$ cat config.mk
export PLATFORM = sky130hd
export DESIGN_NAME = ahbLiteSlaveMux
export DESIGN_NICKNAME = d
export VERILOG_FILES = /design/src/ahbLitePkg.sv /design/src/ahbLiteSlaveMux.sv
export SDC_FILE = /design/constraint.sdc
export NUM_CORES = 1
export LEC_CHECK = 0
export ABC_CLOCK_PERIOD_IN_PS = 3250
export BUFFER_PORTS_ARGS = -buffer_cell sky130_fd_sc_hd__buf_4
export CORE_ASPECT_RATIO = 1.25
export CORE_MARGIN = 5
export CORE_UTILIZATION = 33
export DETAILED_ROUTE_END_ITERATION = 12
export PLACE_DENSITY = 0.87
export RECOVER_POWER = 25
export SLEW_MARGIN = 40
export SYNTH_ARGS = -nofsm -noshare
export SYNTH_HDL_FRONTEND = slang
export SYNTH_SLANG_ARGS = --single-unit
export TNS_END_PERCENT = 30
$ cat constraint.sdc
create_clock -name HCLK -period 3.25 [get_ports HCLK]
set_input_delay 0.1625 -clock HCLK [delete_from_list [all_inputs] [get_ports HCLK]]
set_output_delay 0.1625 -clock HCLK [all_outputs]
set_load 0.01 [all_outputs]
$ cat src/ahbLitePkg.sv
package ahbLitePkg;

    // Bus types
    // ------------------------------------------------------------------------
    typedef logic [31:0] addrT;                 // Byte address
    typedef logic [31:0] dataT;                 // One bus word
    typedef logic [1:0]  transT;                // HTRANS code
    typedef logic [2:0]  sizeT;                 // HSIZE code

    localparam transT TRANS_IDLE   = 2'b00;
    localparam transT TRANS_BUSY   = 2'b01;
    localparam transT TRANS_NONSEQ = 2'b10;
    localparam transT TRANS_SEQ    = 2'b11;

    localparam sizeT SIZE_BYTE = 3'b000;
    localparam sizeT SIZE_HALF = 3'b001;
    localparam sizeT SIZE_WORD = 3'b010;

    // Slaves and memory map
    // ------------------------------------------------------------------------
    localparam int NUM_SLAVES = 3;
    localparam int SLV_RAM    = 0;              // Also the bit in select vectors
    localparam int SLV_GPIO   = 1;
    localparam int SLV_TIMER  = 2;

    typedef logic [NUM_SLAVES-1:0] selT;        // One-hot slave select

    localparam logic [3:0]  RAM_BASE_TAG = 4'h0;        // Compared with hAddr[31:28]
    localparam logic [19:0] GPIO_PAGE    = 20'h40000;   // Compared with hAddr[31:12]
    localparam logic [19:0] TIMER_PAGE   = 20'h40001;

    localparam logic [11:0] REG_GPIO_OUT   = 12'h000;
    localparam logic [11:0] REG_GPIO_DIR   = 12'h004;
    localparam logic [11:0] REG_GPIO_IN    = 12'h008;
    localparam logic [11:0] REG_TMR_LOAD   = 12'h000;
    localparam logic [11:0] REG_TMR_VALUE  = 12'h004;
    localparam logic [11:0] REG_TMR_CTRL   = 12'h008;
    localparam logic [11:0] REG_TMR_STATUS = 12'h00C;

    // NONSEQ or SEQ, a real transfer
    function automatic logic isActive(transT trans);
        return (trans == TRANS_NONSEQ) || (trans == TRANS_SEQ);
    endfunction

endpackage

$ cat src/ahbLiteSlaveMux.sv
`timescale 1ns/1ns

module ahbLiteSlaveMux
    import ahbLitePkg::*;
(
    input  logic                  HCLK,
    input  logic                  rstN,
    input  logic                  hReady,       // Global ready, fed back
    input  transT                 hTrans,
    input  selT                   hSel,         // From decoder, address phase
    input  logic [NUM_SLAVES-1:0] hReadyOutVec,
    input  logic [NUM_SLAVES-1:0] hRespVec,
    input  dataT [NUM_SLAVES-1:0] hRDataVec,
    output logic                  hReadyOut,
    output logic                  hRespOut,
    output dataT                  hRDataOut
);

    typedef enum logic {ERR_FIRST, ERR_SECOND} errStateT;

    selT      dataSel;                          // Select of current data phase
    logic     unmapped;                         // Active transfer hit no slave
    errStateT errState;

    // Data-phase capture
    // ------------------------------------------------------------------------
    always_ff @(posedge HCLK) begin
        if (!rstN) begin
            dataSel  <= '0;
            unmapped <= 1'b0;
        end else if (hReady) begin              // Address phase accepted
            dataSel  <= hSel;
            unmapped <= (hSel == '0) && isActive(hTrans);
        end
    end

    // Default slave, two-cycle ERROR
    always_ff @(posedge HCLK) begin
        if (!rstN) begin
            errState <= ERR_FIRST;
        end else if (unmapped) begin
            errState <= (errState == ERR_FIRST) ? ERR_SECOND : ERR_FIRST;
        end
    end

    // Response mux
    // ------------------------------------------------------------------------
    always_comb begin
        hReadyOut = 1'b1;                       // Idle or unselected, zero wait OKAY
        hRespOut  = 1'b0;
        hRDataOut = '0;
        if (unmapped) begin
            hReadyOut = (errState == ERR_SECOND);
            hRespOut  = 1'b1;
        end else begin
            for (int i = 0; i < NUM_SLAVES; i++) begin
                if (dataSel[i]) begin
                    hReadyOut = hReadyOutVec[i];
                    hRespOut  = hRespVec[i];
                    hRDataOut = hRDataVec[i];
                end
            end
        end
    end

    // Completing ERROR cycle must follow a waited ERROR cycle
    assert property (@(posedge HCLK) disable iff (!rstN)
        (hRespOut && hReadyOut) |-> $past(hRespOut && !hReadyOut));

endmodule

==> qor.csv <==
metric,value,unit
share of cells above drive strength 1,0.5441,
"Cell Chain, Critical Path","nor2b_1, buf_4, a221oi_1, nor3_1, buf_4",
CTS tree,built,
Root Driver,clkbuf_4,
Antenna Violating Nets Remaining,0,
CP Launch Point,dataSel[0],
Placement Setup Slack,1.271,ns
synth top area cells,"a221oi_1 27%, nor2b_1 23%, nor3_1 16%",
"Async S/R FF share, synth",0,
CP max stage cell,nor2b_1,
sequential fraction of the synthesis area,0.09768,
RSZ-0062 raised after global routing,no,
GRT Util Overall,0.2019,
Post-Syn Instances,142,
CP peak stage delay,0.90,ns
Mapped Area,0.001025,mm²
final instance area,0.002058,mm²
maximum vdd ir drop,0.0001840,V
number of flops mapped to enable cells by yosys,0,
vias post-DR,1620,
WS Path Type,flop to primary output,
Die Area,0.004326,mm²
Starting Density,0.3447,
total core area,0.002973,mm²
commonest cells in the netlist,"37 x nor2b_1, 32 x a221oi_1, 32 x nor3_1",
DR WL/cell,15.55,µm
most frequent cell after synthesis,nor2b_1,
pwr/cell area,214.0,mW/mm²
Port Buffer Count,142,
min-delay src,rstN,
CP startpoint kind,flop,
yosys warns,0,
first-pass GRT wire length,6.927,mm
MaxCap Viol Count,0,
"Req. time, crit path",3.09,ns
clk_lat worst skew,0.24,ns
maximum fanout along the worst path,19,
ant diodes,0,
synth-to-layout area growth,100.9,%
WP buf/inv,2,
CTS sink cnt,5,
I/O pins,144,
htree depth,1,
GRT overflow,0,
TritonCTS Buffers,3,
#FFs+latches synth,5,
FMAX,389.3,MHz
Worst Setup End Kind,primary output,
dpl cells,304,
crit path time final,2.569,ns
fin cells,308,
Die H,72.30,µm
Setup TNS,0,ns
Critical Path AT,2.41,ns
Slew headroom,0.2364,
setup bufs post-CTS,0,
Worst-Margin Slew,1.143,ns
die extent in x,59.84,µm
pin count of the biggest net entering global routing,70,
site row count,22,
vias in the first global route,1560,
synthesized net count,252,
Iteration-0 DRC Markers,82,
drt drc,0,
DRT Wirelength,4.789,mm
DR pass1 iterations,4,
Setup Skew,0.00003059,ns
leakage,0.9739,nW
Mean Syn Cell Area,7.216,µm²
hold crit path type,input port to flop,
biggest area consumer among synthesized cells,a221oi_1,
hold_buf cts,0,
clock-pin slew on the worst setup and hold paths,0.05,ns
final hold vios,0,
endpoints failing setup,0,
"Distinct cells, synth",20,
fin nets,383,
crit share post-route,0.7904,
R2R Setup Slk,2.06,ns
crit-path most repeated cell,buf_4,
Longest Clk Path Bufs,2,
overall power,0.4405,mW
final setup margin,0.6812,ns
routability cong.,0.7731,
status,"finished, final reports clean",
Final Max Tran Viols,0,
dpl cell area,0.002046,mm²
Most used DFF post-synth,dfxtp_1,
CP top delay family,simple AND/OR/NAND/NOR gates,
initial antenna violation count,0,
HPWL after detailed placement,3.711,mm
PostCTS Resize Cnt,0,
RR Startpoint,unmapped,
share of the synthesized area in the top cell type,0.2735,
Avg Vias per Cell,5.260,
[logic make-up (layout without fill, tap and decap cells)]
logic type      after synthesis  after routing  share of synthesized area
mux                           3              3                    0.02931
simple gates                 77             77                     0.4286
buf+inv                      20            150                     0.1172
compound gates               36             36                     0.3187
flops                         5              5                    0.09768
xor+xnor                      1              1                   0.008549
[metrics by stage]
stage / hold WS [ns] / utilization
global placement: 0.4091 / 0.6873
CTS: 0.1653 / 0.6970
detailed placement: 0.4139 / 0.6881
floorplan: 0.2842 / -
global route: 0.1738 / 0.6923
finish: 0.1687 / 0.6923
[where the power goes]
group	switching, mW	internal (mW)	leakage [nW]
registers	0.0132	0.0639	0.0416
clock network	0.0241	0.0463	0.0150
logic	0.110	0.183	0.917
total	0.147	0.294	0.974
[metal layers]
| layer | track usage | share of wire | vias to the layer above | wire, µm |
|---|---|---|---|---|
| met5 | 0 | 0 | - | 0 |
| met3 | 0.04626 | 0.12 | 2 | 551 |
| li1 | - | - | 813 | - |
| met4 | 0.05419 | 0.0067 | 0 | 32 |
| met2 | 0.3870 | 0.55 | 85 | 2623 |
| met1 | 0.2115 | 0.33 | 720 | 1581 |
[layout make-up]
type,instances,area [µm²]
clock buffers,4,26.28
fillers,287,914.6
inverters,1,3.754
multi-input cells,117,802.0
flip-flops and latches,5,103.9
well taps,36,45.04
repair buffers,145,1077
[final timing paths]
path,depth (start not counted),end
hold reg to reg,2,dataSel[0]
setup reg to reg,2,errState
hold / removal,2,errState
setup / recovery,5,hRDataOut[21]
[placed cells by master, fill, tap and decap left out, drive strengths merged, types with 3 or more instances in the layout]
| cell | count |
|---|---|
| buf | 142 |
| nand2 | 3 |
| nor3 | 32 |
| clkbuf | 7 |
| mux2i | 3 |
| dfxtp | 5 |
| nor2b | 38 |
| a221oi | 33 |
[flip-flops by register name (all words and copies together), names as in the netlist]
signal and flops:
dataSel 3, errState 1, unmapped 1
No activity file was read; power rests on OpenSTA's default activity.
