<file path="src/ahbLitePkg.sv">
package ahbLitePkg;

    // Bus types
    // ------------------------------------------------------------------------
    typedef logic [31:0] addrT;                 // Byte address
    typedef logic [31:0] dataT;                 // One bus word
    typedef logic [1:0]  transT;                // HTRANS code
    typedef logic [2:0]  sizeT;                 // HSIZE code

    localparam transT TRANS_IDLE   = 2'b00;
    localparam transT TRANS_BUSY   = 2'b01;
    localparam transT TRANS_NONSEQ = 2'b10;
    localparam transT TRANS_SEQ    = 2'b11;

    localparam sizeT SIZE_BYTE = 3'b000;
    localparam sizeT SIZE_HALF = 3'b001;
    localparam sizeT SIZE_WORD = 3'b010;

    // Slaves and memory map
    // ------------------------------------------------------------------------
    localparam int NUM_SLAVES = 3;
    localparam int SLV_RAM    = 0;              // Also the bit in select vectors
    localparam int SLV_GPIO   = 1;
    localparam int SLV_TIMER  = 2;

    typedef logic [NUM_SLAVES-1:0] selT;        // One-hot slave select

    localparam logic [3:0]  RAM_BASE_TAG = 4'h0;        // Compared with hAddr[31:28]
    localparam logic [19:0] GPIO_PAGE    = 20'h40000;   // Compared with hAddr[31:12]
    localparam logic [19:0] TIMER_PAGE   = 20'h40001;

    localparam logic [11:0] REG_GPIO_OUT   = 12'h000;
    localparam logic [11:0] REG_GPIO_DIR   = 12'h004;
    localparam logic [11:0] REG_GPIO_IN    = 12'h008;
    localparam logic [11:0] REG_TMR_LOAD   = 12'h000;
    localparam logic [11:0] REG_TMR_VALUE  = 12'h004;
    localparam logic [11:0] REG_TMR_CTRL   = 12'h008;
    localparam logic [11:0] REG_TMR_STATUS = 12'h00C;

    // NONSEQ or SEQ, a real transfer
    function automatic logic isActive(transT trans);
        return (trans == TRANS_NONSEQ) || (trans == TRANS_SEQ);
    endfunction

endpackage

</file>
<file path="src/ahbLiteGPIO.sv">
`timescale 1ns/1ns

module ahbLiteGPIO
    import ahbLitePkg::*;
#(
    parameter int GPIO_WIDTH = 16               // Pin count
)
(
    input  logic                  HCLK,
    input  logic                  rstN,
    input  logic                  hSel,
    input  addrT                  hAddr,
    input  transT                 hTrans,
    input  logic                  hWrite,
    input  sizeT                  hSize,
    input  dataT                  hWData,
    input  logic                  hReady,
    output logic                  hReadyOut,
    output logic                  hResp,
    output dataT                  hRData,
    input  logic [GPIO_WIDTH-1:0] gpioIn,       // Asynchronous pins
    output logic [GPIO_WIDTH-1:0] gpioOut,
    output logic [GPIO_WIDTH-1:0] gpioOe        // 1 drives the pin
);

    logic                  accept;
    logic                  wrPend;
    logic [11:0]           dOffset;             // Register offset, data phase
    logic [GPIO_WIDTH-1:0] syncA;
    logic [GPIO_WIDTH-1:0] syncB;               // Safe to read

    assign accept    = hSel && hReady && isActive(hTrans);
    assign hReadyOut = 1'b1;                    // Never waits
    assign hResp     = 1'b0;

    always_ff @(posedge HCLK) begin
        if (!rstN) begin
            wrPend  <= 1'b0;
            gpioOut <= '0;
            gpioOe  <= '0;
        end else begin
            wrPend <= accept && hWrite;
            if (wrPend && (dOffset == REG_GPIO_OUT)) begin
                gpioOut <= hWData[GPIO_WIDTH-1:0];
            end
            if (wrPend && (dOffset == REG_GPIO_DIR)) begin
                gpioOe <= hWData[GPIO_WIDTH-1:0];
            end
        end
    end

    always_ff @(posedge HCLK) begin
        if (accept) begin
            dOffset <= hAddr[11:0];
        end
        syncA <= gpioIn;                        // Two-flop synchronizer
        syncB <= syncA;
    end

    // Read back, zero-extended
    always_comb begin
        hRData = '0;
        case (dOffset)
            REG_GPIO_OUT: hRData[GPIO_WIDTH-1:0] = gpioOut;
            REG_GPIO_DIR: hRData[GPIO_WIDTH-1:0] = gpioOe;
            REG_GPIO_IN:  hRData[GPIO_WIDTH-1:0] = syncB;
            default:      ;
        endcase
    end

    // Word registers only
    assert property (@(posedge HCLK) disable iff (!rstN)
        accept |-> (hSize == SIZE_WORD));

endmodule

</file>
<file path="config.mk">
export PLATFORM = sky130hd
export DESIGN_NAME = ahbLiteGPIO
export DESIGN_NICKNAME = d
export VERILOG_FILES = /design/src/ahbLitePkg.sv /design/src/ahbLiteGPIO.sv
export SDC_FILE = /design/constraint.sdc
export NUM_CORES = 1
export LEC_CHECK = 0
export BUFFER_PORTS_ARGS = -buffer_cell sky130_fd_sc_hd__buf_2
export CAP_MARGIN = 20
export CORE_MARGIN = 1
export CORE_UTILIZATION = 35
export CTS_BUF_LIST = sky130_fd_sc_hd__clkbuf_16
export DETAILED_ROUTE_END_ITERATION = 16
export GPL_TIMING_DRIVEN = 0
export PLACE_DENSITY = 0.68
export SLEW_MARGIN = 15
export SYNTH_ARGS = -nofsm -noshare
export SYNTH_HDL_FRONTEND = slang
export SYNTH_SLANG_ARGS = --single-unit
export TNS_END_PERCENT = 30
</file>
<file path="constraint.sdc">
create_clock -name HCLK -period 3 [get_ports HCLK]
set_clock_uncertainty 0.15 [all_clocks]
set_input_delay 0.6 -clock HCLK [delete_from_list [all_inputs] [get_ports HCLK]]
set_output_delay 0.6 -clock HCLK [all_outputs]
set_load 0.01 [all_outputs]
</file>
==> metrics <==
worst hold path endpoint=syncB[0]; Detail Route Antenna Nets=0; FF-to-FF End=gpioOut[14]; final worst path period share=between 90% and 100%; max cap viols=0; Setup WS post-layout=around 0.19 ns; multi-input gate area in the final layout=0.00108 mm2; routed vias=2,180; syn_area_per_cell=~11 um2; number of global-route vias before repair=2,115; post-layout min period=~2.8 ns; final WL=6480 um; Post-CTS Setup Bufs=0; Lkg Pwr=between 1.5 and 2 nW; H-tree levels=3; CTS sink count=77; Final HPWL DP=between 4000 and 5000 um; Starting Density=between 30% and 40%; Slew headroom=a little over three fifths; Final Util=49.7%; Core Region=just under 0.008 mm2; reg-to-reg setup timing slack=approximately 1.2 ns; Total GRT Usage=15.9%; Max VDD drop=between 200 and 300 uV; Critical Path Sink Type=output port; Critical Path Source Type=register; hold crit path type=register to register; Reg clk slew, reported paths=around 0.060 ns; TritonRoute pass-1 iters=4; port buffer count=96; pin count of the biggest net entering global routing=15; FF/Latch Area=about 0.0017 mm2; # DRC=0; grt total ovfl=0; global-route wire length before repair=~10,000 um; P&R area growth vs syn=34.5%; Initial DRC Count=75; Boundary Pins=between 150 and 200; Avg WL per Cell=around 13 um; setup TNS=0 ns; cells on worst reg2reg path=5; post-synth cell types=21; Post-Syn Instances=around 270; worst flop-to-flop path startpoint=dOffset[5]; post-synthesis cell area=0.00291 mm2; CTS buffer count=9; diode count=0; unrepaired setup endpoints after global routing=false; status=complete, no violations; Worst-Skew Late Latency=between 0.3 and 0.4 ns; Place WS=roughly 0.46 ns; Resize count post-CTS=0; CTS tree=yes; Max Root-Sink Buffers=2; # fillers=between 700 and 800; initial antenna violation count=0; Tightest Pin Transition=roughly 0.56 ns; slowest CP cell=edfxtp_1; Die Ht=~93 um; power per cell area=a little over 600 mW/mm2; FMAX=356 MHz; Largest stage delay, worst path=a little over 0.4 ns; hold depth=0; sequential-to-total area share from yosys stat=57.0%; global placer's final weighted congestion=roughly 0.73; Fin. Hold Viols=0; critical path cell sequence=nor4_4 > nand3_1 > clkbuf_2 > a21oi_1 > buf_2; Final Max Tran Viols=0; Vias/cell=about 4.4; final hold slack=0.175 ns; flops & latches, synth=77; clock root buffer=clkbuf_16; CTS hold repair buffers=0; Row Count=32; worst-path fanout max=10; final setup violation count=0; # nets final=479; source of the worst hold timing path=syncA[0]; layout cells sized above 1=between 30% and 40%; Tot Pwr=between 0.002 and 0.0025 W; Crit Path Class=register to output port; die width=a little over 90 um; die area=just under 0.009 mm2; WP data required=2.25 ns; crit path DAT=between 2 and 2.5 ns; Ys Warns=0
critical path, delay by kind of cell, from the launching register on:
kind / cells / cell delay, ns
flops: 1 / 0.41
compound gates: 1 / 0.17
simple gates: 2 / 0.68
buf+inv: 2 / 0.48
synth_stat cells, drive strengths merged:
master	number	area [um2]
nand3	1	5.00
nor2b	1	6.26
nand4	1	21.3
nand2	64	240
buf	24	198
and3	2	12.5
nor3b	1	7.51
conb	2	7.51
dfxtp	65	1300
mux2i	48	480
a21oi	16	80.1
nor4	2	42.5
nor2	1	3.75
clkbuf	8	30.0
and4	1	8.76
or2	16	100
edfxtp	12	360
and3b	1	8.76
power breakdown:
group	leakage, nW	total, W	internal (W)	switching (W)
sequential	0.646	0.00109	0.00108	0.0000106
clock	0.169	0.00118	0.000777	0.000405
combinational	1.08	0.000106	0.0000507	0.0000554
total	1.89	0.00238	0.00191	0.000471
worst max-delay path by stage:
stage | cells past startpoint | end | from | slack (ns)
3_5_place_dp | 5 | hRData[11] | dOffset[5] | 0.46
3_3_place_gp | 5 | hRData[11] | dOffset[9] | 0.49
5_1_grt | 5 | hRData[11] | dOffset[5] | 0.002
2_1_floorplan | 4 | hRData[10] | dOffset[9] | 0.82
6_report | 5 | hRData[11] | dOffset[5] | 0.19
4_1_cts | 5 | hRData[11] | dOffset[5] | 0.1
layer usage:
layer	global-route usage (%)	vias up	share of wire [%]
li1	-	1093	-
met2	26.2	84	47
met3	4.88	12	7.3
met5	0	-	0
met1	19.0	991	44
met4	7.18	0	2.0
layout by cell type (no fill, tap or decap), drive strengths merged:
cell / Yosys / final
nor2b: 1 / 1
nor3b: 1 / 1
a21oi: 16 / 16
nand2: 64 / 64
bufinv: 0 / 2
clkbuf: 8 / 18
clkinv: 0 / 3
conb: 2 / 18
inv: 0 / 1
nor2: 1 / 1
nor4: 2 / 2
edfxtp: 12 / 12
dfxtp: 65 / 65
nand3: 1 / 1
and4: 1 / 1
or2: 16 / 16
mux2i: 48 / 48
and3b: 1 / 1
nand4: 1 / 1
buf: 24 / 120
and3: 2 / 2
sequential cells by signal (all words and copies together) (netlist names):
name,count
wrPend,1
syncA,16
syncB,16
dOffset,12
gpioOe,16
gpioOut,16
layout make-up:
type / instances / area share [%]
multi-input combinational: 173 / 27.7
timing repair buffer: 96 / 12.3
buffer: 32 / 5.84
tap: 102 / 3.26
clock inverter: 6 / 2.20
sequential: 77 / 42.4
clock buffer: 10 / 6.38
logic make-up (layout without fill, tap and decap cells):
kind of cell           after synthesis  in the layout  synth area share [%]
AOI/OAI and AO/OA                   16             16                  2.75
and+or+nand+nor                     91             91                  15.7
DFF                                 77             77                  57.0
other                                2             18                 0.258
muxes                               48             48                  16.5
buffers and inverters               32            144                  7.81
stage by stage:
step | instance area [um2] | cells
after global placement | 3580 | 480
final | 3920 | 496
after floorplan | 2970 | 282
after detailed placement | 3580 | 480
after global routing | 3920 | 496
after CTS | 3920 | 496
(Power assumes the default switching activity.)
