## config.mk

```make
export PLATFORM = sky130hd
export DESIGN_NAME = ahbLiteTimer
export DESIGN_NICKNAME = d
export VERILOG_FILES = /design/src/ahbLitePkg.sv /design/src/ahbLiteTimer.sv
export SDC_FILE = /design/constraint.sdc
export NUM_CORES = 1
export LEC_CHECK = 0
export ABC_AREA = 1
export BUFFER_PORTS_ARGS = -buffer_cell sky130_fd_sc_hd__buf_2
export CAP_MARGIN = 20
export CORE_MARGIN = 2
export CORE_UTILIZATION = 25
export CTS_CLUSTER_SIZE = 28
export DETAILED_ROUTE_END_ITERATION = 7
export HOLD_SLACK_MARGIN = 0.02
export SLEW_MARGIN = 20
export SYNTH_ARGS = -nofsm -noshare
export SYNTH_HDL_FRONTEND = slang
export SYNTH_SLANG_ARGS = --single-unit
```

## constraint.sdc

```tcl
create_clock -name HCLK -period 4 [get_ports HCLK]
set_input_delay 0.4 -clock HCLK [delete_from_list [all_inputs] [get_ports HCLK]]
set_output_delay 0.4 -clock HCLK [all_outputs]
set_load 0.01 [all_outputs]
```

## src/ahbLitePkg.sv

```systemverilog
package ahbLitePkg;

    // Bus types
    // ------------------------------------------------------------------------
    typedef logic [31:0] addrT;                 // Byte address
    typedef logic [31:0] dataT;                 // One bus word
    typedef logic [1:0]  transT;                // HTRANS code
    typedef logic [2:0]  sizeT;                 // HSIZE code

    localparam transT TRANS_IDLE   = 2'b00;
    localparam transT TRANS_BUSY   = 2'b01;
    localparam transT TRANS_NONSEQ = 2'b10;
    localparam transT TRANS_SEQ    = 2'b11;

    localparam sizeT SIZE_BYTE = 3'b000;
    localparam sizeT SIZE_HALF = 3'b001;
    localparam sizeT SIZE_WORD = 3'b010;

    // Slaves and memory map
    // ------------------------------------------------------------------------
    localparam int NUM_SLAVES = 3;
    localparam int SLV_RAM    = 0;              // Also the bit in select vectors
    localparam int SLV_GPIO   = 1;
    localparam int SLV_TIMER  = 2;

    typedef logic [NUM_SLAVES-1:0] selT;        // One-hot slave select

    localparam logic [3:0]  RAM_BASE_TAG = 4'h0;        // Compared with hAddr[31:28]
    localparam logic [19:0] GPIO_PAGE    = 20'h40000;   // Compared with hAddr[31:12]
    localparam logic [19:0] TIMER_PAGE   = 20'h40001;

    localparam logic [11:0] REG_GPIO_OUT   = 12'h000;
    localparam logic [11:0] REG_GPIO_DIR   = 12'h004;
    localparam logic [11:0] REG_GPIO_IN    = 12'h008;
    localparam logic [11:0] REG_TMR_LOAD   = 12'h000;
    localparam logic [11:0] REG_TMR_VALUE  = 12'h004;
    localparam logic [11:0] REG_TMR_CTRL   = 12'h008;
    localparam logic [11:0] REG_TMR_STATUS = 12'h00C;

    // NONSEQ or SEQ, a real transfer
    function automatic logic isActive(transT trans);
        return (trans == TRANS_NONSEQ) || (trans == TRANS_SEQ);
    endfunction

endpackage

```

## src/ahbLiteTimer.sv

```systemverilog
`timescale 1ns/1ns

module ahbLiteTimer
    import ahbLitePkg::*;
(
    input  logic  HCLK,
    input  logic  rstN,
    input  logic  hSel,
    input  addrT  hAddr,
    input  transT hTrans,
    input  logic  hWrite,
    input  sizeT  hSize,
    input  dataT  hWData,
    input  logic  hReady,
    output logic  hReadyOut,
    output logic  hResp,
    output dataT  hRData,
    output logic  irq
);

    logic        accept;
    logic        wrPend;                        // Word write in data phase
    logic [11:0] dOffset;
    dataT        loadReg;
    dataT        valueReg;                      // Read-only count
    logic [1:0]  ctrlReg;                       // Bit 0 enable, bit 1 irq enable
    logic        pending;
    logic        underflow;

    assign accept    = hSel && hReady && isActive(hTrans);
    assign underflow = ctrlReg[0] && (valueReg == '0);
    assign hReadyOut = 1'b1;
    assign hResp     = 1'b0;
    assign irq       = pending && ctrlReg[1];

    always_ff @(posedge HCLK) begin
        wrPend <= rstN && accept && hWrite && (hSize == SIZE_WORD);  // Narrow writes dropped
        if (accept) begin
            dOffset <= hAddr[11:0];
        end
    end

    // Counter and registers
    // ------------------------------------------------------------------------
    always_ff @(posedge HCLK) begin
        if (!rstN) begin
            loadReg  <= '0;
            valueReg <= '0;
            ctrlReg  <= '0;
            pending  <= 1'b0;
        end else begin
            if (underflow) begin                // Reload and flag
                valueReg <= loadReg;
                pending  <= 1'b1;
            end else if (ctrlReg[0]) begin
                valueReg <= valueReg - 1'b1;
            end
            if (wrPend) begin
                case (dOffset)
                    REG_TMR_LOAD: begin         // Restarts the count too
                        loadReg  <= hWData;
                        valueReg <= hWData;
                    end
                    REG_TMR_CTRL:   ctrlReg <= hWData[1:0];
                    REG_TMR_STATUS: begin
                        if (hWData[0] && !underflow) begin
                            pending <= 1'b0;    // Write 1 to clear, new event wins
                        end
                    end
                    default: ;
                endcase
            end
        end
    end

    always_comb begin
        case (dOffset)
            REG_TMR_LOAD:   hRData = loadReg;
            REG_TMR_VALUE:  hRData = valueReg;
            REG_TMR_CTRL:   hRData = {30'b0, ctrlReg};
            REG_TMR_STATUS: hRData = {31'b0, pending};
            default:        hRData = '0;
        endcase
    end

    // Count stays within the reload range
    assert property (@(posedge HCLK) disable iff (!rstN)
        ctrlReg[0] |-> (valueReg <= loadReg));

endmodule

```

==> impl_metrics.py, run 1 <==
metrics = {
    "sta": {
        "period_needed_ns": 2.92,
        "fmax_mhz": 343,
        "worst_pin_slew_ns": 0.762,
        "hold_viol_final": 0,
        "drv_slew": 0,
        "finalCritPeriodShare": 0.729,
        "slew_headroom": 0.491,
        "worst_slack_ns": 1.08,
        "finalSetupTns_ns": 0,
        "rsz0062_at_grt": "false",
        "finClkSkew_ns": 0.00669,
        "setup-violations-final": 0,
    },
    "global_route": {
        "grt_pass1_wl_um": 21600,
        "antenna_found_initial": 0,
        "grt_pass1_vias": 4333,
        "grt_remaining_overflow": 0,
        "grt_max_degree": 36,
        "track_usage": 0.147,
    },
    "worst_setup_path": {
        "r2r_start": "valueReg[0]",
        "worstRegToRegCells": 9,
        "critPathMaxFanout": 20,
        "cp_cell_sequence": "nor2_1, nand2_1, nor2_4, nand2_2, inv_1, buf_4, nand2_1, o21ai_0, buf_2",
        "regToRegSetupSlack_ns": 1.51,
        "arrival_ns": 2.52,
        "cpLargestDelayFamily": "buffers and inverters",
        "crit_buf_inv": 3,
        "slowest_delay_ns": 0.58,
        "end_kind": "output pin",
        "worstSetupStartpointType": "flop",
        "crit_required_ns": 3.60,
        "rr_endpoint": "valueReg[4]",
        "crit_type": "reg -> out",
        "worst_path_max_delay_cell": "inv_1",
        "cpMostUsedCell": "nand2_1",
    },
    "clocking": {
        "cts_made_buffers": 9,
        "cts_tree": "built",
        "clock-sinks": 80,
        "htreeDepth": 3,
        "cts_resized": 0,
        "cts.clk_slew.worst_paths_ns": 0.07,
        "postCtsSetupRepairBufs": 0,
        "clk_path_buf_depth": 2,
        "clk_latency_ns": 0.35,
        "holdBufCountCts": 0,
        "clock-root-buffer": "clkbuf_16",
    },
    "die": {
        "rows": 48,
        "core-area_um2": 17400,
        "die_x_um": 137,
        "die_h_um": 137,
        "num_io_pins": 109,
        "start_util": 0.257,
        "fp.dieArea_um2": 18900,
    },
    "synthesis": {
        "yosysWarnings": 0,
        "synth_area_leaders": "dfxtp_1 (31%), nand2_1 (20%), edfxtp_1 (8.1%)",
        "synth_top_area_cell": "dfxtp_1",
        "synth_nets": 742,
        "synth_top_cell_area_share": 0.306,
        "synth.ff_latch_count": 80,
        "netlist_instances": 667,
        "ys_seq_area_frac": 0.387,
        "syn_area_um2": 4450,
        "syn_avg_cell_area_um2": 6.68,
        "yosysUniqueCellTypes": 39,
    },
    "pwr": {
        "seq_power_share": 0.492,
        "swShare": 0.239,
        "leakage_uw": 0.00233,
        "power.internal_uw": 1280,
        "power.switching_uw": 401,
        "power_density_nw_per_um2": 314,
        "clockPowerShare": 0.480,
        "power_frac_comb": 0.029,
        "vdd_ir_drop_max_mv": 0.189,
    },
    "placement": {
        "dpl_cell_area_um2": 5060,
        "io_buffers": 85,
        "place_hpwl_um": 9640,
        "place_ws_ns": 1.39,
        "place_congestion": 0.862,
    },
    "min_path": {
        "hold_depth": 2,
        "min_to": "wrPend",
        "min_from": "hSize[2]",
        "hp-class": "in -> reg",
    },
    "routing": {
        "wirelength_um": 13000,
        "avgViaCountPerCell": 4.51,
        "ant_nets": 0,
        "dr.pass1.iters": 5,
        "wl_per_cell_um": 13.3,
        "drc": 0,
        "drt_iter0_drc": 318,
        "vias": 4384,
    },
    "cells_and_area": {
        "drive_above_1_share": 0.202,
        "utilization": 0.308,
        "antenna_cells": 0,
        "fin_area_um2": 5340,
        "area_growth_syn_to_layout_pct": 20.0,
        "nets": 818,
    },
    "run_status": {
        "status": "completed",
    },
    "job": {
        "drv_cap": 0,
    },
}
[Yosys cell counts (all sizes together)]
| cell | count |
|---|---|
| clkinv | 4 |
| inv | 62 |
| a21oi | 58 |
| nor2 | 67 |
| a21boi | 1 |
| o2111ai | 1 |
| nand4 | 8 |
| nor4 | 1 |
| o211ai | 2 |
| nor3b | 1 |
| o21ai | 38 |
| a211oi | 1 |
| nand3b | 1 |
| nand3 | 45 |
| and2 | 1 |
| nand2 | 247 |
| or2 | 2 |
| buf | 14 |
| edfxtp | 12 |
| dfxtp | 68 |
| clkbuf | 11 |
| ha | 1 |
| xor2 | 10 |
| o22ai | 2 |
| nor3 | 7 |
| conb | 2 |
[metal layers]
layer  vias up  GRT usage  part of all wire
met3        18     0.0221             0.041
met2       105      0.242              0.46
met5         -          0                 0
met4         0     0.0630             0.021
li1       2286          -                 -
met1      1975      0.191              0.48
[worst max path at each step]
stage | slack [ns] | cells past startpoint | startpoint | to
2_1_floorplan | 2.21 | 7 | dOffset[1] | hRData[10]
3_3_place_gp | 1.42 | 9 | dOffset[9] | hRData[15]
3_5_place_dp | 1.39 | 9 | dOffset[9] | hRData[12]
4_1_cts | 1.02 | 9 | dOffset[9] | hRData[12]
5_1_grt | 0.81 | 9 | dOffset[7] | hRData[12]
6_report | 1.08 | 9 | dOffset[9] | hRData[12]
[cell usage in the layout (no fill, tap or decap), drive strengths merged, types with 2 or more instances in the layout]
cell,instances
nand3,45
dfxtp,68
nand2,247
nor2,67
edfxtp,12
buf,90
a21oi,58
nor3,7
o22ai,2
xor2,10
or2,2
nand4,8
o21ai,38
clkinv,6
clkbuf,9
conb,2
inv,66
o211ai,2
[through the flow]
stage                     instances  hold slack, ns  total power, uW
after floorplan                 667           0.438              860
after global placement          957           0.450              890
after detailed placement        957           0.454              891
after CTS                       973           0.208             1690
after global routing            973           0.208             1730
final                           973           0.212             1680
[power by group through the flow]
stage          Combinational, uW  Clock [uW]  Sequential [uW]
6_report                    48.2         804              824
2_1_floorplan               18.1           0              842
5_1_grt                     53.9         856              824
4_1_cts                     48.7         816              824
3_3_place_gp                48.0           0              842
3_5_place_dp                48.5           0              842
[state kept, by name, summed over array words and instances (netlist names)]
| signal | count |
|---|---|
| loadReg | 32 |
| valueReg | 32 |
| dOffset | 12 |
| ctrlReg | 2 |
| pending | 1 |
| wrPend | 1 |
[cells by family after synthesis]
group / synth area share
simple gates: 0.376
compound gates: 0.126
buf+inv: 0.0868
flops: 0.387
xor+xnor: 0.0197
other cells: 0.00169
fa+ha+maj: 0.00281
[area by class of cell]
type | instances | area, um2
Sequential cell | 80 | 1720
Clock buffer | 9 | 225
Inverter | 66 | 248
Fill cell | 1941 | 12000
Timing Repair Buffer | 90 | 463
Tap cell | 225 | 282
Multi-Input combinational cell | 496 | 2340
Clock inverter | 7 | 60.1
Note: power is estimated with default switching activity, not from simulation.
==> inputs of run 2 (changes only) <==
clock period = 2.4 ns   (was 4 ns; I/O delays follow)
==> run 2 against run 1 <==
Against the previous run: worst hold slack got worse by 0.15 ns; setup slack got worse by 0.92 ns; combinational power up 62%; critical path depth is the same; core utilization grew 0.29 points; sequential cell count unchanged; final cell count is 0.41% higher; clock power increased by 74%; design area up 0.94%; critical endpoint is now hRData[31]; largest cell class unchanged.
==> impl_metrics.py, run 2 (synthesized netlist as in run 1, its figures left out) <==
metrics = {
    "run_status": {
        "status": "completed",
    },
    "clocking": {
        "clk_latency_ns": 0.34,
        "cts.clk_slew.worst_paths_ns": 0.06,
        "clock-sinks": 80,
        "cts_resized": 0,
        "postCtsSetupRepairBufs": 0,
        "holdBufCountCts": 0,
        "htreeDepth": 3,
        "cts_made_buffers": 9,
        "clock-root-buffer": "clkbuf_16",
        "clk_path_buf_depth": 2,
        "cts_tree": "built",
    },
    "worst_setup_path": {
        "regToRegSetupSlack_ns": 0.47,
        "worstSetupStartpointType": "flop",
        "critPathMaxFanout": 18,
        "crit_buf_inv": 3,
        "crit_required_ns": 2.16,
        "worstRegToRegCells": 10,
        "worst_path_max_delay_cell": "edfxtp_1",
        "end_kind": "output pin",
        "crit_type": "reg -> out",
        "cpLargestDelayFamily": "simple AND/OR/NAND/NOR gates",
        "rr_endpoint": "valueReg[2]",
        "arrival_ns": 1.99,
        "r2r_start": "valueReg[9]",
        "cpMostUsedCell": "nand2_1",
        "slowest_delay_ns": 0.36,
        "cp_cell_sequence": "nor2_1, nand2_1, nor2_4, nand2_2, inv_1, buf_4, nand2_1, o21ai_0, buf_2",
    },
    "cells_and_area": {
        "fillers": 1921,
        "area_growth_syn_to_layout_pct": 21.1,
        "drive_above_1_share": 0.206,
        "final_cell_mix": "nand2_1 (234), buf_2 (85), dfxtp_1 (68)",
        "top_regs": "loadReg x32, valueReg x32, dOffset x12",
        "antenna_cells": 0,
        "final_common_cell": "nand2_1",
        "nets": 822,
    },
    "die": {
        "core-area_um2": 17400,
        "die_h_um": 137,
        "die_x_um": 137,
        "rows": 48,
        "num_io_pins": 109,
        "start_util": 0.257,
        "fp.dieArea_um2": 18900,
    },
    "global_route": {
        "met3_usage": 0.0224,
        "grt_pass1_wl_um": 21200,
        "met1_usage": 0.192,
        "busiest_layer": "met2",
        "grt_remaining_overflow": 0,
        "track_usage": 0.143,
        "grt_pass1_vias": 4280,
        "grtUsageMet2": 0.235,
        "antenna_found_initial": 0,
        "grt_max_degree": 37,
    },
    "pwr": {
        "leakage_uw": 0.00235,
        "power_density_nw_per_um2": 529,
        "finalPower_uw": 2850,
        "vdd_ir_drop_max_mv": 0.357,
    },
    "job": {
        "drv_cap": 0,
    },
    "placement": {
        "place_hpwl_um": 9700,
        "io_buffers": 85,
        "place_congestion": 0.859,
    },
    "sta": {
        "period_needed_ns": 2.23,
        "fmax_mhz": 448,
        "setup-violations-final": 0,
        "finalCritPeriodShare": 0.931,
        "drv_slew": 0,
        "finalSetupTns_ns": 0,
        "rsz0062_at_grt": "false",
        "finClkSkew_ns": 0.00617,
        "hold_viol_final": 0,
    },
    "routing": {
        "vias": 4278,
        "ant_nets": 0,
        "wl_per_cell_um": 13.0,
        "avgViaCountPerCell": 4.38,
        "drc": 0,
        "dr.pass1.iters": 4,
        "drt_iter0_drc": 253,
        "wirelength_um": 12700,
    },
    "min_path": {
        "hp-class": "in -> reg",
        "min_to": "wrPend",
        "min_from": "hSize[2]",
        "hold_depth": 2,
    },
}
==> run 2: where the power goes <==
group,switching (uW),leakage [uW],internal (uW),total [uW]
sequential,4.05,0.000658,1370,1370
combinational,42.8,0.00155,35.5,78.3
clock,585,0.000143,816,1400
==> run 2: routing by layer <==
layer  part of all wire  routed length, um  up-vias
li1                   -                  -     2287
met1               0.48               6140     1895
met2               0.46               5880       82
met3              0.040                513       14
met4              0.016                201        0
met5                  0                  0        -
==> run 2: cell type report <==
| class | count | area, um2 | area share |
|---|---|---|---|
| clock buffers | 9 | 225 | 0.0418 |
| clock inverters | 7 | 80.1 | 0.0148 |
| inverters | 66 | 248 | 0.0459 |
| multi-input cells | 496 | 2340 | 0.435 |
| flip-flops and latches | 80 | 1720 | 0.319 |
| well taps | 225 | 282 | 0.0522 |
| repair buffers | 94 | 493 | 0.0914 |
==> run 2: worst reg2reg max path: stages, from the launching register on <==
cell	delay [ns]
dfxtp_1	0.34
nor2_1	0.16
nand2_1	0.14
nor2_4	0.15
nand2_2	0.09
nor2_2	0.14
nand2_2	0.07
nand2_2	0.36
inv_2	0.18
o211ai_1	0.12
nand2_1	0.07
==> run 2: worst max-delay path by stage <==
stage / start / endpoint / slack, ns / cells after the start
2_1_floorplan: dOffset[1] / hRData[10] / 0.77 / 7
3_3_place_gp: valueReg[8] / valueReg[2] / 0.44 / 10
3_5_place_dp: valueReg[9] / valueReg[4] / 0.43 / 10
4_1_cts: dOffset[11] / hRData[31] / 0.12 / 9
5_1_grt: dOffset[9] / hRData[27] / 0.02 / 9
6_report: dOffset[11] / hRData[31] / 0.17 / 9
==> run 2: through the flow <==
step	cells	cell area (um2)	utilization	hold WS [ns]	setup slack, ns
4_1_cts	977	5390	0.311	0.0548	0.121
3_5_place_dp	961	5090	0.293	0.419	0.434
6_report	977	5390	0.311	0.0610	0.166
3_3_place_gp	961	5090	0.293	0.417	0.444
2_1_floorplan	667	4450	-	0.316	0.769
5_1_grt	977	5390	0.311	0.0570	0.0206
