`src/ahbLitePkg.sv`:
```
package ahbLitePkg;

    // Bus types
    // ------------------------------------------------------------------------
    typedef logic [31:0] addrT;                 // Byte address
    typedef logic [31:0] dataT;                 // One bus word
    typedef logic [1:0]  transT;                // HTRANS code
    typedef logic [2:0]  sizeT;                 // HSIZE code

    localparam transT TRANS_IDLE   = 2'b00;
    localparam transT TRANS_BUSY   = 2'b01;
    localparam transT TRANS_NONSEQ = 2'b10;
    localparam transT TRANS_SEQ    = 2'b11;

    localparam sizeT SIZE_BYTE = 3'b000;
    localparam sizeT SIZE_HALF = 3'b001;
    localparam sizeT SIZE_WORD = 3'b010;

    // Slaves and memory map
    // ------------------------------------------------------------------------
    localparam int NUM_SLAVES = 3;
    localparam int SLV_RAM    = 0;              // Also the bit in select vectors
    localparam int SLV_GPIO   = 1;
    localparam int SLV_TIMER  = 2;

    typedef logic [NUM_SLAVES-1:0] selT;        // One-hot slave select

    localparam logic [3:0]  RAM_BASE_TAG = 4'h0;        // Compared with hAddr[31:28]
    localparam logic [19:0] GPIO_PAGE    = 20'h40000;   // Compared with hAddr[31:12]
    localparam logic [19:0] TIMER_PAGE   = 20'h40001;

    localparam logic [11:0] REG_GPIO_OUT   = 12'h000;
    localparam logic [11:0] REG_GPIO_DIR   = 12'h004;
    localparam logic [11:0] REG_GPIO_IN    = 12'h008;
    localparam logic [11:0] REG_TMR_LOAD   = 12'h000;
    localparam logic [11:0] REG_TMR_VALUE  = 12'h004;
    localparam logic [11:0] REG_TMR_CTRL   = 12'h008;
    localparam logic [11:0] REG_TMR_STATUS = 12'h00C;

    // NONSEQ or SEQ, a real transfer
    function automatic logic isActive(transT trans);
        return (trans == TRANS_NONSEQ) || (trans == TRANS_SEQ);
    endfunction

endpackage

```
`src/ahbLiteDecoder.sv`:
```
`timescale 1ns/1ns

module ahbLiteDecoder
    import ahbLitePkg::*;
(
    input  addrT hAddr,                         // Address phase address
    output selT  hSel                           // At most one bit set
);

    // Independent region compares, so overlap in the map shows up below
    always_comb begin
        hSel[SLV_RAM]   = (hAddr[31:28] == RAM_BASE_TAG);   // Low 256 MiB, aliased
        hSel[SLV_GPIO]  = (hAddr[31:12] == GPIO_PAGE);      // One 4 KiB page
        hSel[SLV_TIMER] = (hAddr[31:12] == TIMER_PAGE);
        assert ($onehot0(hSel))
            else $error("Decoder regions overlap at address %h", hAddr);
    end

endmodule

```
`config.mk`:
```
export PLATFORM = sky130hd
export DESIGN_NAME = ahbLiteDecoder
export DESIGN_NICKNAME = d
export VERILOG_FILES = /design/src/ahbLitePkg.sv /design/src/ahbLiteDecoder.sv
export SDC_FILE = /design/constraint.sdc
export NUM_CORES = 1
export LEC_CHECK = 0
export ABC_AREA = 0
export BUFFER_PORTS_ARGS = -buffer_cell sky130_fd_sc_hd__buf_2
export CORE_AREA = 3 3 40 42
export DETAILED_ROUTE_END_ITERATION = 6
export DIE_AREA = 0 0 43 45
export PLACE_DENSITY_LB_ADDON = 0.3
export SLEW_MARGIN = 20
export SYNTH_ARGS = -nofsm -noshare
export SYNTH_HDL_FRONTEND = slang
export SYNTH_SLANG_ARGS = --single-unit
```
`constraint.sdc`:
```
create_clock -name vclk -period 0.9
set_input_delay 0.18 -clock vclk [all_inputs]
set_output_delay 0.18 -clock vclk [all_outputs]
set_load 0.01 [all_outputs]
```
==> results of run 1 <==
## power by group through the flow
stage / Combinational, mW / Clock (mW) / Sequential [mW]
after floorplan: 0.0111 / 0 / 0
after global placement: 0.0617 / 0 / 0
after detailed placement: 0.0602 / 0 / 0
after CTS: 0.0849 / 0 / 0
after global routing: 0.105 / 0 / 0
final: 0.0973 / 0 / 0
## area by class of cell
| type | instances | area, um2 | area share |
|---|---|---|---|
| Inverter | 1 | 3.75 | 0.0126 |
| Multi-Input combinational cell | 9 | 123 | 0.412 |
| Tap cell | 15 | 18.8 | 0.0630 |
| Timing Repair Buffer | 23 | 153 | 0.513 |
## stage by stage
step,std cells,setup slack (ns)
after global routing,48,-0.328
after detailed placement,48,-0.307
after global placement,48,-0.322
final,48,-0.256
after CTS,48,-0.267
after floorplan,10,-0.0713
## per-layer routing
metal,wire length [um],GRT usage,part of all wire,up-vias
met5,0,0,0,-
met2,156,0.0749,0.26,22
li1,-,-,-,88
met3,162,0.0478,0.27,0
met1,286,0.0976,0.47,67
met4,0,0,0,0
## cell families after synthesis
| group | after synthesis | share of synthesized area |
|---|---|---|
| buffers and inverters | 1 | 0.0545 |
| AND/OR/NAND/NOR | 9 | 0.945 |
## worst max-delay path: cells and delay by family
kind	cells	cell delay [ns]
buffers and inverters	2	0.23
AND/OR/NAND/NOR	3	0.55
## path summary, 6_finish.rpt
check,slack (ns),depth (start not counted),endpoint
hold / removal,0.61,3,hSel[0]
setup / recovery,-0.26,5,hSel[2]
## what timing repair did
action / 4_1_cts / 5_1_grt
hold endpoints to repair: 0 / 0
setup endpoints to repair: 3 / 3
pin swaps: 1 / 1
gates resized for setup: 9 / 4
## layout by cell type (no fill, tap or decap), drive strengths merged
| cell type | n |
|---|---|
| nand4 | 1 |
| nor4b | 1 |
| nor2 | 1 |
| nor3 | 2 |
| nor4 | 3 |
| inv | 1 |
| or3 | 1 |
| buf | 23 |
==> run_results.csv, run 1 <==
group,metric,value,unit
run_status,outcome,"finished with violations",
run_status,violations,"negative setup slack",
hold_path,hold_path_class,"input port to output pin",
layout,antenna_cells,0,
floorplanning,die_w,43,um
clock_network,hold_buffers,0,
power_and_ir_drop,leakagePower,0.133,nW
place,place_area,213,um2
power_and_ir_drop,finalPower,0.0973,mW
sta,setup_viol,3,
yosys,yosysSeqAreaShare,0,
power_and_ir_drop,switching_power,0.0375,mW
place,gp_congestion,0.755,
sta,hold_viol_final,0,
layout,nets,67,
detailed_routing,vias_per_cell,3.69,
sta,layout_setup_ws,-0.256,ns
yosys,avgSynthCellArea,6.88,um2
yosys,synth_top_cells_by_count,"nor4_1, nor3_1",
yosys,synthTopCellsByArea,"nor4_1, nor4b_2, or3_4",
worst_setup_path,crit_path_max_fanout,2,
job,timing.max_cap.violations,0,
sta,tightest_slew,0.185,ns
sta,rsz0062_at_grt,"true",
layout,regArea,0,um2
layout,seq_cells,0,
power_and_ir_drop,internal_power,0.0598,mW
layout,stdcell_area,298,um2
clock_network,cts_setup_buffers,0,
floorplanning,rows,13,
power_and_ir_drop,p_per_area,327,nW/um2
worst_setup_path,worst-endpoint-required,0.72,ns
power_and_ir_drop,max-vdd-ir-drop,0.0000758,V
worst_setup_path,critical_path_class,"input port to output pin",
power_and_ir_drop,clockPowerShare,0,
detailed_routing,post_drt_wl_per_cell,12.6,um
yosys,yosys.area.top_type_share,0.273,
floorplanning,die-area,1940,um2
sta,slew_violations,0,
yosys,ys_types,7,
worst_setup_path,end_kind,"output pin",
yosys,syn_area,68.8,um2
power_and_ir_drop,p_sw_frac,0.385,
worst_setup_path,worstSetupStartpoint,"hAddr[20]",
global_routing,grt_pass1_wl,931,um
yosys,yosysTopAreaCell,"nor4_1",
global_routing,grt_overflow,0,
floorplanning,die_h,45,um
floorplanning,initial_utilization,0.0536,
layout,clkbuf_count,0,
layout,fill_cells,153,
detailed_routing,vias,177,
worst_setup_path,max_stage_delay,0.25,ns
sta,holdWs,0.613,ns
global_routing,grt_pass1_vias,195,
hold_path,worstHoldStart,"hAddr[30]",
detailed_routing,drt_iter0_drc,0,
place,io_buffer_count,23,
sta,fin_crit_sh,1.28,
worst_setup_path,crit_path_start_kind,"input port",
detailed_routing,totalWireLength,605,um
detailed_routing,drtAntennaViolNets,0,
sta,finalCriticalPeriod,1.16,ns
layout,final_core_util,0.232,
yosys,synth.net_count,42,
global_routing,grt_max_degree,4,
layout,drive_gt1_frac,0.939,
yosys,netlist_instances,10,
floorplanning,pin_count,35,
detailed_routing,first_pass_iters,1,
global_routing,grt_use_total,0.0647,
yosys,synth_warnings,0,
sta,max_slew_margin,0.875,
worst_setup_path,cp_slowest_cell,"nor4b_4",
worst_setup_path,path_cells,"buf_6 > nor4b_4 > nand4_1 > nor3_2 > buf_2",
floorplanning,core,1280,um2
yosys,synth.most_common_cell,"nor4_1",
worst_setup_path,worstPathArrival,0.98,ns
sta,tns,-0.670,ns
power_and_ir_drop,seq_power_share,0,
sta,fmax,865,MHz
power_and_ir_drop,share_comb_of_total_power,1.000,
global_routing,antenna_found_initial,0,
detailed_routing,drc,0,
layout,area_growth,333,%
Note: power is estimated with default switching activity, not from simulation.
==> inputs of run 2 (changes only) <==
--- a/config.mk
+++ b/config.mk
@@ -7,6 +7,8 @@
 export LEC_CHECK = 0
 export ABC_AREA = 0
 export BUFFER_PORTS_ARGS = -buffer_cell sky130_fd_sc_hd__buf_2
+export CELL_PAD_IN_SITES_DETAIL_PLACEMENT = 1
+export CELL_PAD_IN_SITES_GLOBAL_PLACEMENT = 1
 export CORE_AREA = 3 3 40 42
 export DETAILED_ROUTE_END_ITERATION = 6
 export DIE_AREA = 0 0 43 45
==> run_results.csv, run 2 (synthesis results as in run 1) <==
group,metric,value,unit
floorplanning,die_w,43,um
layout,clkbuf_count,0,
detailed_routing,drtAntennaViolNets,0,
sta,tightest_slew,0.197,ns
run_status,violations,"negative setup slack",
sta,rsz0062_at_grt,"true",
worst_setup_path,crit_path_max_fanout,2,
layout,layout_common_cells,"buf_2, buf_6, nor4_4",
power_and_ir_drop,max-vdd-ir-drop,0.0000992,V
layout,area_growth,382,%
worst_setup_path,end_kind,"output pin",
layout,final_core_util,0.258,
floorplanning,die_h,45,um
sta,layout_setup_ws,-0.349,ns
place,io_buffer_count,23,
global_routing,grt_overflow,0,
global_routing,antenna_found_initial,0,
hold_path,min_path_cells,3,
sta,hold_viol_final,0,
clock_network,cts_setup_buffers,0,
worst_setup_path,critical_path_class,"input port to output pin",
sta,finalCriticalPeriod,1.25,ns
job,timing.max_cap.violations,0,
detailed_routing,post_drt_wl_per_cell,14.3,um
layout,drive_gt1_frac,0.939,
sta,setup_viol,3,
global_routing,grt_pass1_vias,175,
worst_setup_path,crit_path_start_kind,"input port",
sta,fin_crit_sh,1.39,
floorplanning,initial_utilization,0.0536,
layout,fill_cells,155,
worst_setup_path,worstPathArrival,1.07,ns
sta,max_slew_margin,0.868,
layout,regArea,0,um2
place,dp_worst_setup_slack,-0.330,ns
detailed_routing,drc,0,
run_status,outcome,"finished with violations",
clock_network,hold_buffers,0,
floorplanning,rows,13,
power_and_ir_drop,p_per_area,344,nW/um2
layout,seq_cells,0,
sta,holdWs,0.612,ns
layout,final_common_cell,"buf_2",
sta,slew_violations,0,
detailed_routing,drt_iter0_drc,0,
floorplanning,die-area,1940,um2
global_routing,grt_use_total,0.0630,
floorplanning,pin_count,35,
global_routing,grt_max_degree,4,
layout,antenna_cells,0,
worst_setup_path,worst-endpoint-required,0.72,ns
detailed_routing,vias_per_cell,3.71,
global_routing,grt_pass1_wl,903,um
place,gp_congestion,0.729,
sta,fmax,801,MHz
detailed_routing,first_pass_iters,1,
hold_path,hold_path_class,"input port to output pin",
detailed_routing,vias,178,
layout,nets,67,
power_and_ir_drop,leakagePower,0.143,nW
sta,tns,-0.835,ns
floorplanning,core,1280,um2
detailed_routing,totalWireLength,684,um
[run 2: through the flow]
step           power, mW  instance area, um2  instances
2_1_floorplan     0.0111                78.8         10
3_3_place_gp      0.0615                 213         48
3_5_place_dp      0.0610                 213         48
4_1_cts           0.0858                 272         48
5_1_grt            0.121                 332         48
6_report           0.114                 332         48
[run 2: area by class of cell]
class,instances,area (um2),share of cell area
inverter,1,3.75,0.0113
timing repair buffer,23,178,0.536
multi-input combinational,9,131,0.396
tap,15,18.8,0.0566
[run 2: worst paths after layout]
path | startpoint | endpoint | slack [ns]
setup / recovery | hAddr[25] | hSel[1] | -0.35
hold / removal | hAddr[12] | hSel[1] | 0.61
[run 2: worst max-delay path, stage by stage]
cell and delay (ns):
buf_6 0.10, nor4_4 0.26, nand4_1 0.19, nor3_2 0.20, buf_2 0.15
[run 2: metal layers]
layer,part of all wire,up-vias,global-route usage,wire length [um]
met2,0.33,22,0.0629,226
met4,0,0,0,0
li1,-,88,-,-
met3,0.24,0,0.0478,161
met5,0,-,0,0
met1,0.43,68,0.102,296
[run 2: timing repair]
item / CTS / global route
gates cloned: 0 / 0
pin swaps: 1 / 2
resized for setup: 9 / 9
hold endpoints to repair: 0 / 0
endpoints found under the setup margin: 3 / 3
[run 2: where the power goes]
part / switching [mW] / internal [mW] / leakage (nW)
Sequential: 0 / 0 / 0
Clock: 0 / 0 / 0
Combinational: 0.0424 / 0.0718 / 0.143
==> inputs of run 3 (changes only) <==
==> constraint.sdc (replaced) <==
create_clock -name vclk -period 1.1
set_input_delay 0.22 -clock vclk [all_inputs]
set_output_delay 0.22 -clock vclk [all_outputs]
set_load 0.01 [all_outputs]
==> run_results.csv, run 3 (synthesis results as in run 1) <==
group,metric,value,unit
floorplanning,core,1280,um2
detailed_routing,drtAntennaViolNets,0,
sta,holdWs,0.694,ns
detailed_routing,wl_met2,156,um
worst_setup_path,end_kind,"output pin",
power_and_ir_drop,p_per_area,272,nW/um2
worst_setup_path,critical_path_class,"input port to output pin",
global_routing,grt_overflow,0,
place,gp_congestion,0.691,
layout,drive_gt1_frac,0.879,
sta,slew_violations,0,
layout,layout_common_cells,"buf_2, buf_6, nor4_2, nor3_1",
layout,fill_cells,159,
layout,regArea,0,um2
sta,setup_viol,3,
layout,seq_cells,0,
sta,finalCriticalPeriod,1.26,ns
run_status,outcome,"finished with violations",
power_and_ir_drop,leakagePower,0.133,nW
global_routing,grt_pass1_vias,201,
worst_setup_path,crit_path_max_fanout,3,
sta,max_slew_margin,0.875,
power_and_ir_drop,seq_power_share,0,
power_and_ir_drop,finalPower,0.0777,mW
run_status,violations,"negative setup slack",
layout,final_common_cell,"buf_2",
global_routing,antenna_found_initial,0,
power_and_ir_drop,switching_power,0.0276,mW
power_and_ir_drop,share_comb_of_total_power,1.000,
floorplanning,initial_utilization,0.0536,
detailed_routing,wl_met3,108,um
detailed_routing,drt_iter0_drc,0,
detailed_routing,drc,0,
global_routing,grt_pass1_wl,917,um
place,io_buffer_count,23,
layout,antenna_cells,0,
clock_network,hold_buffers,0,
layout,nets,67,
global_routing,grt_use_total,0.0622,
detailed_routing,vias,181,
worst_setup_path,worstSetupStartpoint,"hAddr[31]",
detailed_routing,wl_met1,326,um
sta,layout_setup_ws,-0.163,ns
sta,fin_crit_sh,1.15,
sta,tightest_slew,0.186,ns
hold_path,worstHoldStart,"hAddr[30]",
power_and_ir_drop,p_sw_frac,0.355,
job,timing.max_cap.violations,0,
sta,fmax,792,MHz
floorplanning,pin_count,35,
floorplanning,die-area,1940,um2
global_routing,grt_max_degree,4,
layout,multi_input_area,104,um2
detailed_routing,vias_per_cell,3.77,
floorplanning,die_w,43,um
detailed_routing,topRoutingLayerUsed,"met3",
hold_path,hold_path_class,"input port to output pin",
floorplanning,rows,13,
place,dp_worst_setup_slack,-0.170,ns
worst_setup_path,worst-endpoint-required,0.88,ns
worst_setup_path,worstPathArrival,1.04,ns
power_and_ir_drop,internal_power,0.0501,mW
power_and_ir_drop,clockPowerShare,0,
detailed_routing,post_drt_wl_per_cell,12.3,um
detailed_routing,first_pass_iters,1,
sta,rsz0062_at_grt,"true",
layout,area_growth,315,%
power_and_ir_drop,max-vdd-ir-drop,0.0000841,V
detailed_routing,totalWireLength,591,um
sta,hold_viol_final,0,
floorplanning,die_h,45,um
layout,clkbuf_count,0,
worst_setup_path,crit_path_start_kind,"input port",
run 3: worst max-delay path, stage by stage:
cell and delay (ns):
buf_6 0.09, or3_4 0.40, nor3_1 0.18, buf_2 0.16
run 3: power groups by stage:
stage	registers [mW]	clock network (mW)	logic, mW
after floorplan	0	0	0.00820
after global placement	0	0	0.0478
after detailed placement	0	0	0.0489
after CTS	0	0	0.0594
after global routing	0	0	0.0837
final	0	0	0.0777
run 3: area by class of cell:
type	instances	share of cell area
inverters	1	0.0132
well taps	15	0.0658
multi-input cells	9	0.364
repair buffers	23	0.557
run 3: final timing paths:
check / cells past startpoint / to / slack (ns)
setup / recovery: 4 / hSel[1] / -0.16
hold / removal: 3 / hSel[0] / 0.69
run 3: per-layer routing:
metal,up-vias,global-route usage
li1,88,-
met1,72,0.107
met2,21,0.0778
met3,0,0.0159
met4,0,0
met5,-,0
run 3: stage by stage:
| step | std cells | instance area [um2] | TNS, ns | utilization |
|---|---|---|---|---|
| 6_report | 48 | 285 | -0.342 | 0.222 |
| 5_1_grt | 48 | 285 | -0.566 | 0.222 |
| 4_1_cts | 48 | 234 | -0.364 | 0.182 |
| 3_5_place_dp | 48 | 203 | -0.379 | 0.158 |
| 3_3_place_gp | 48 | 203 | -0.466 | 0.158 |
| 2_1_floorplan | 10 | 68.8 | -0.0480 | - |
run 3: timing repair:
item                                    CTS  global route
endpoints found under the setup margin    3             3
resized for setup                         5             8
pin swaps                                 1             1
hold endpoints to repair                  0             0
setup buffers                             0             0
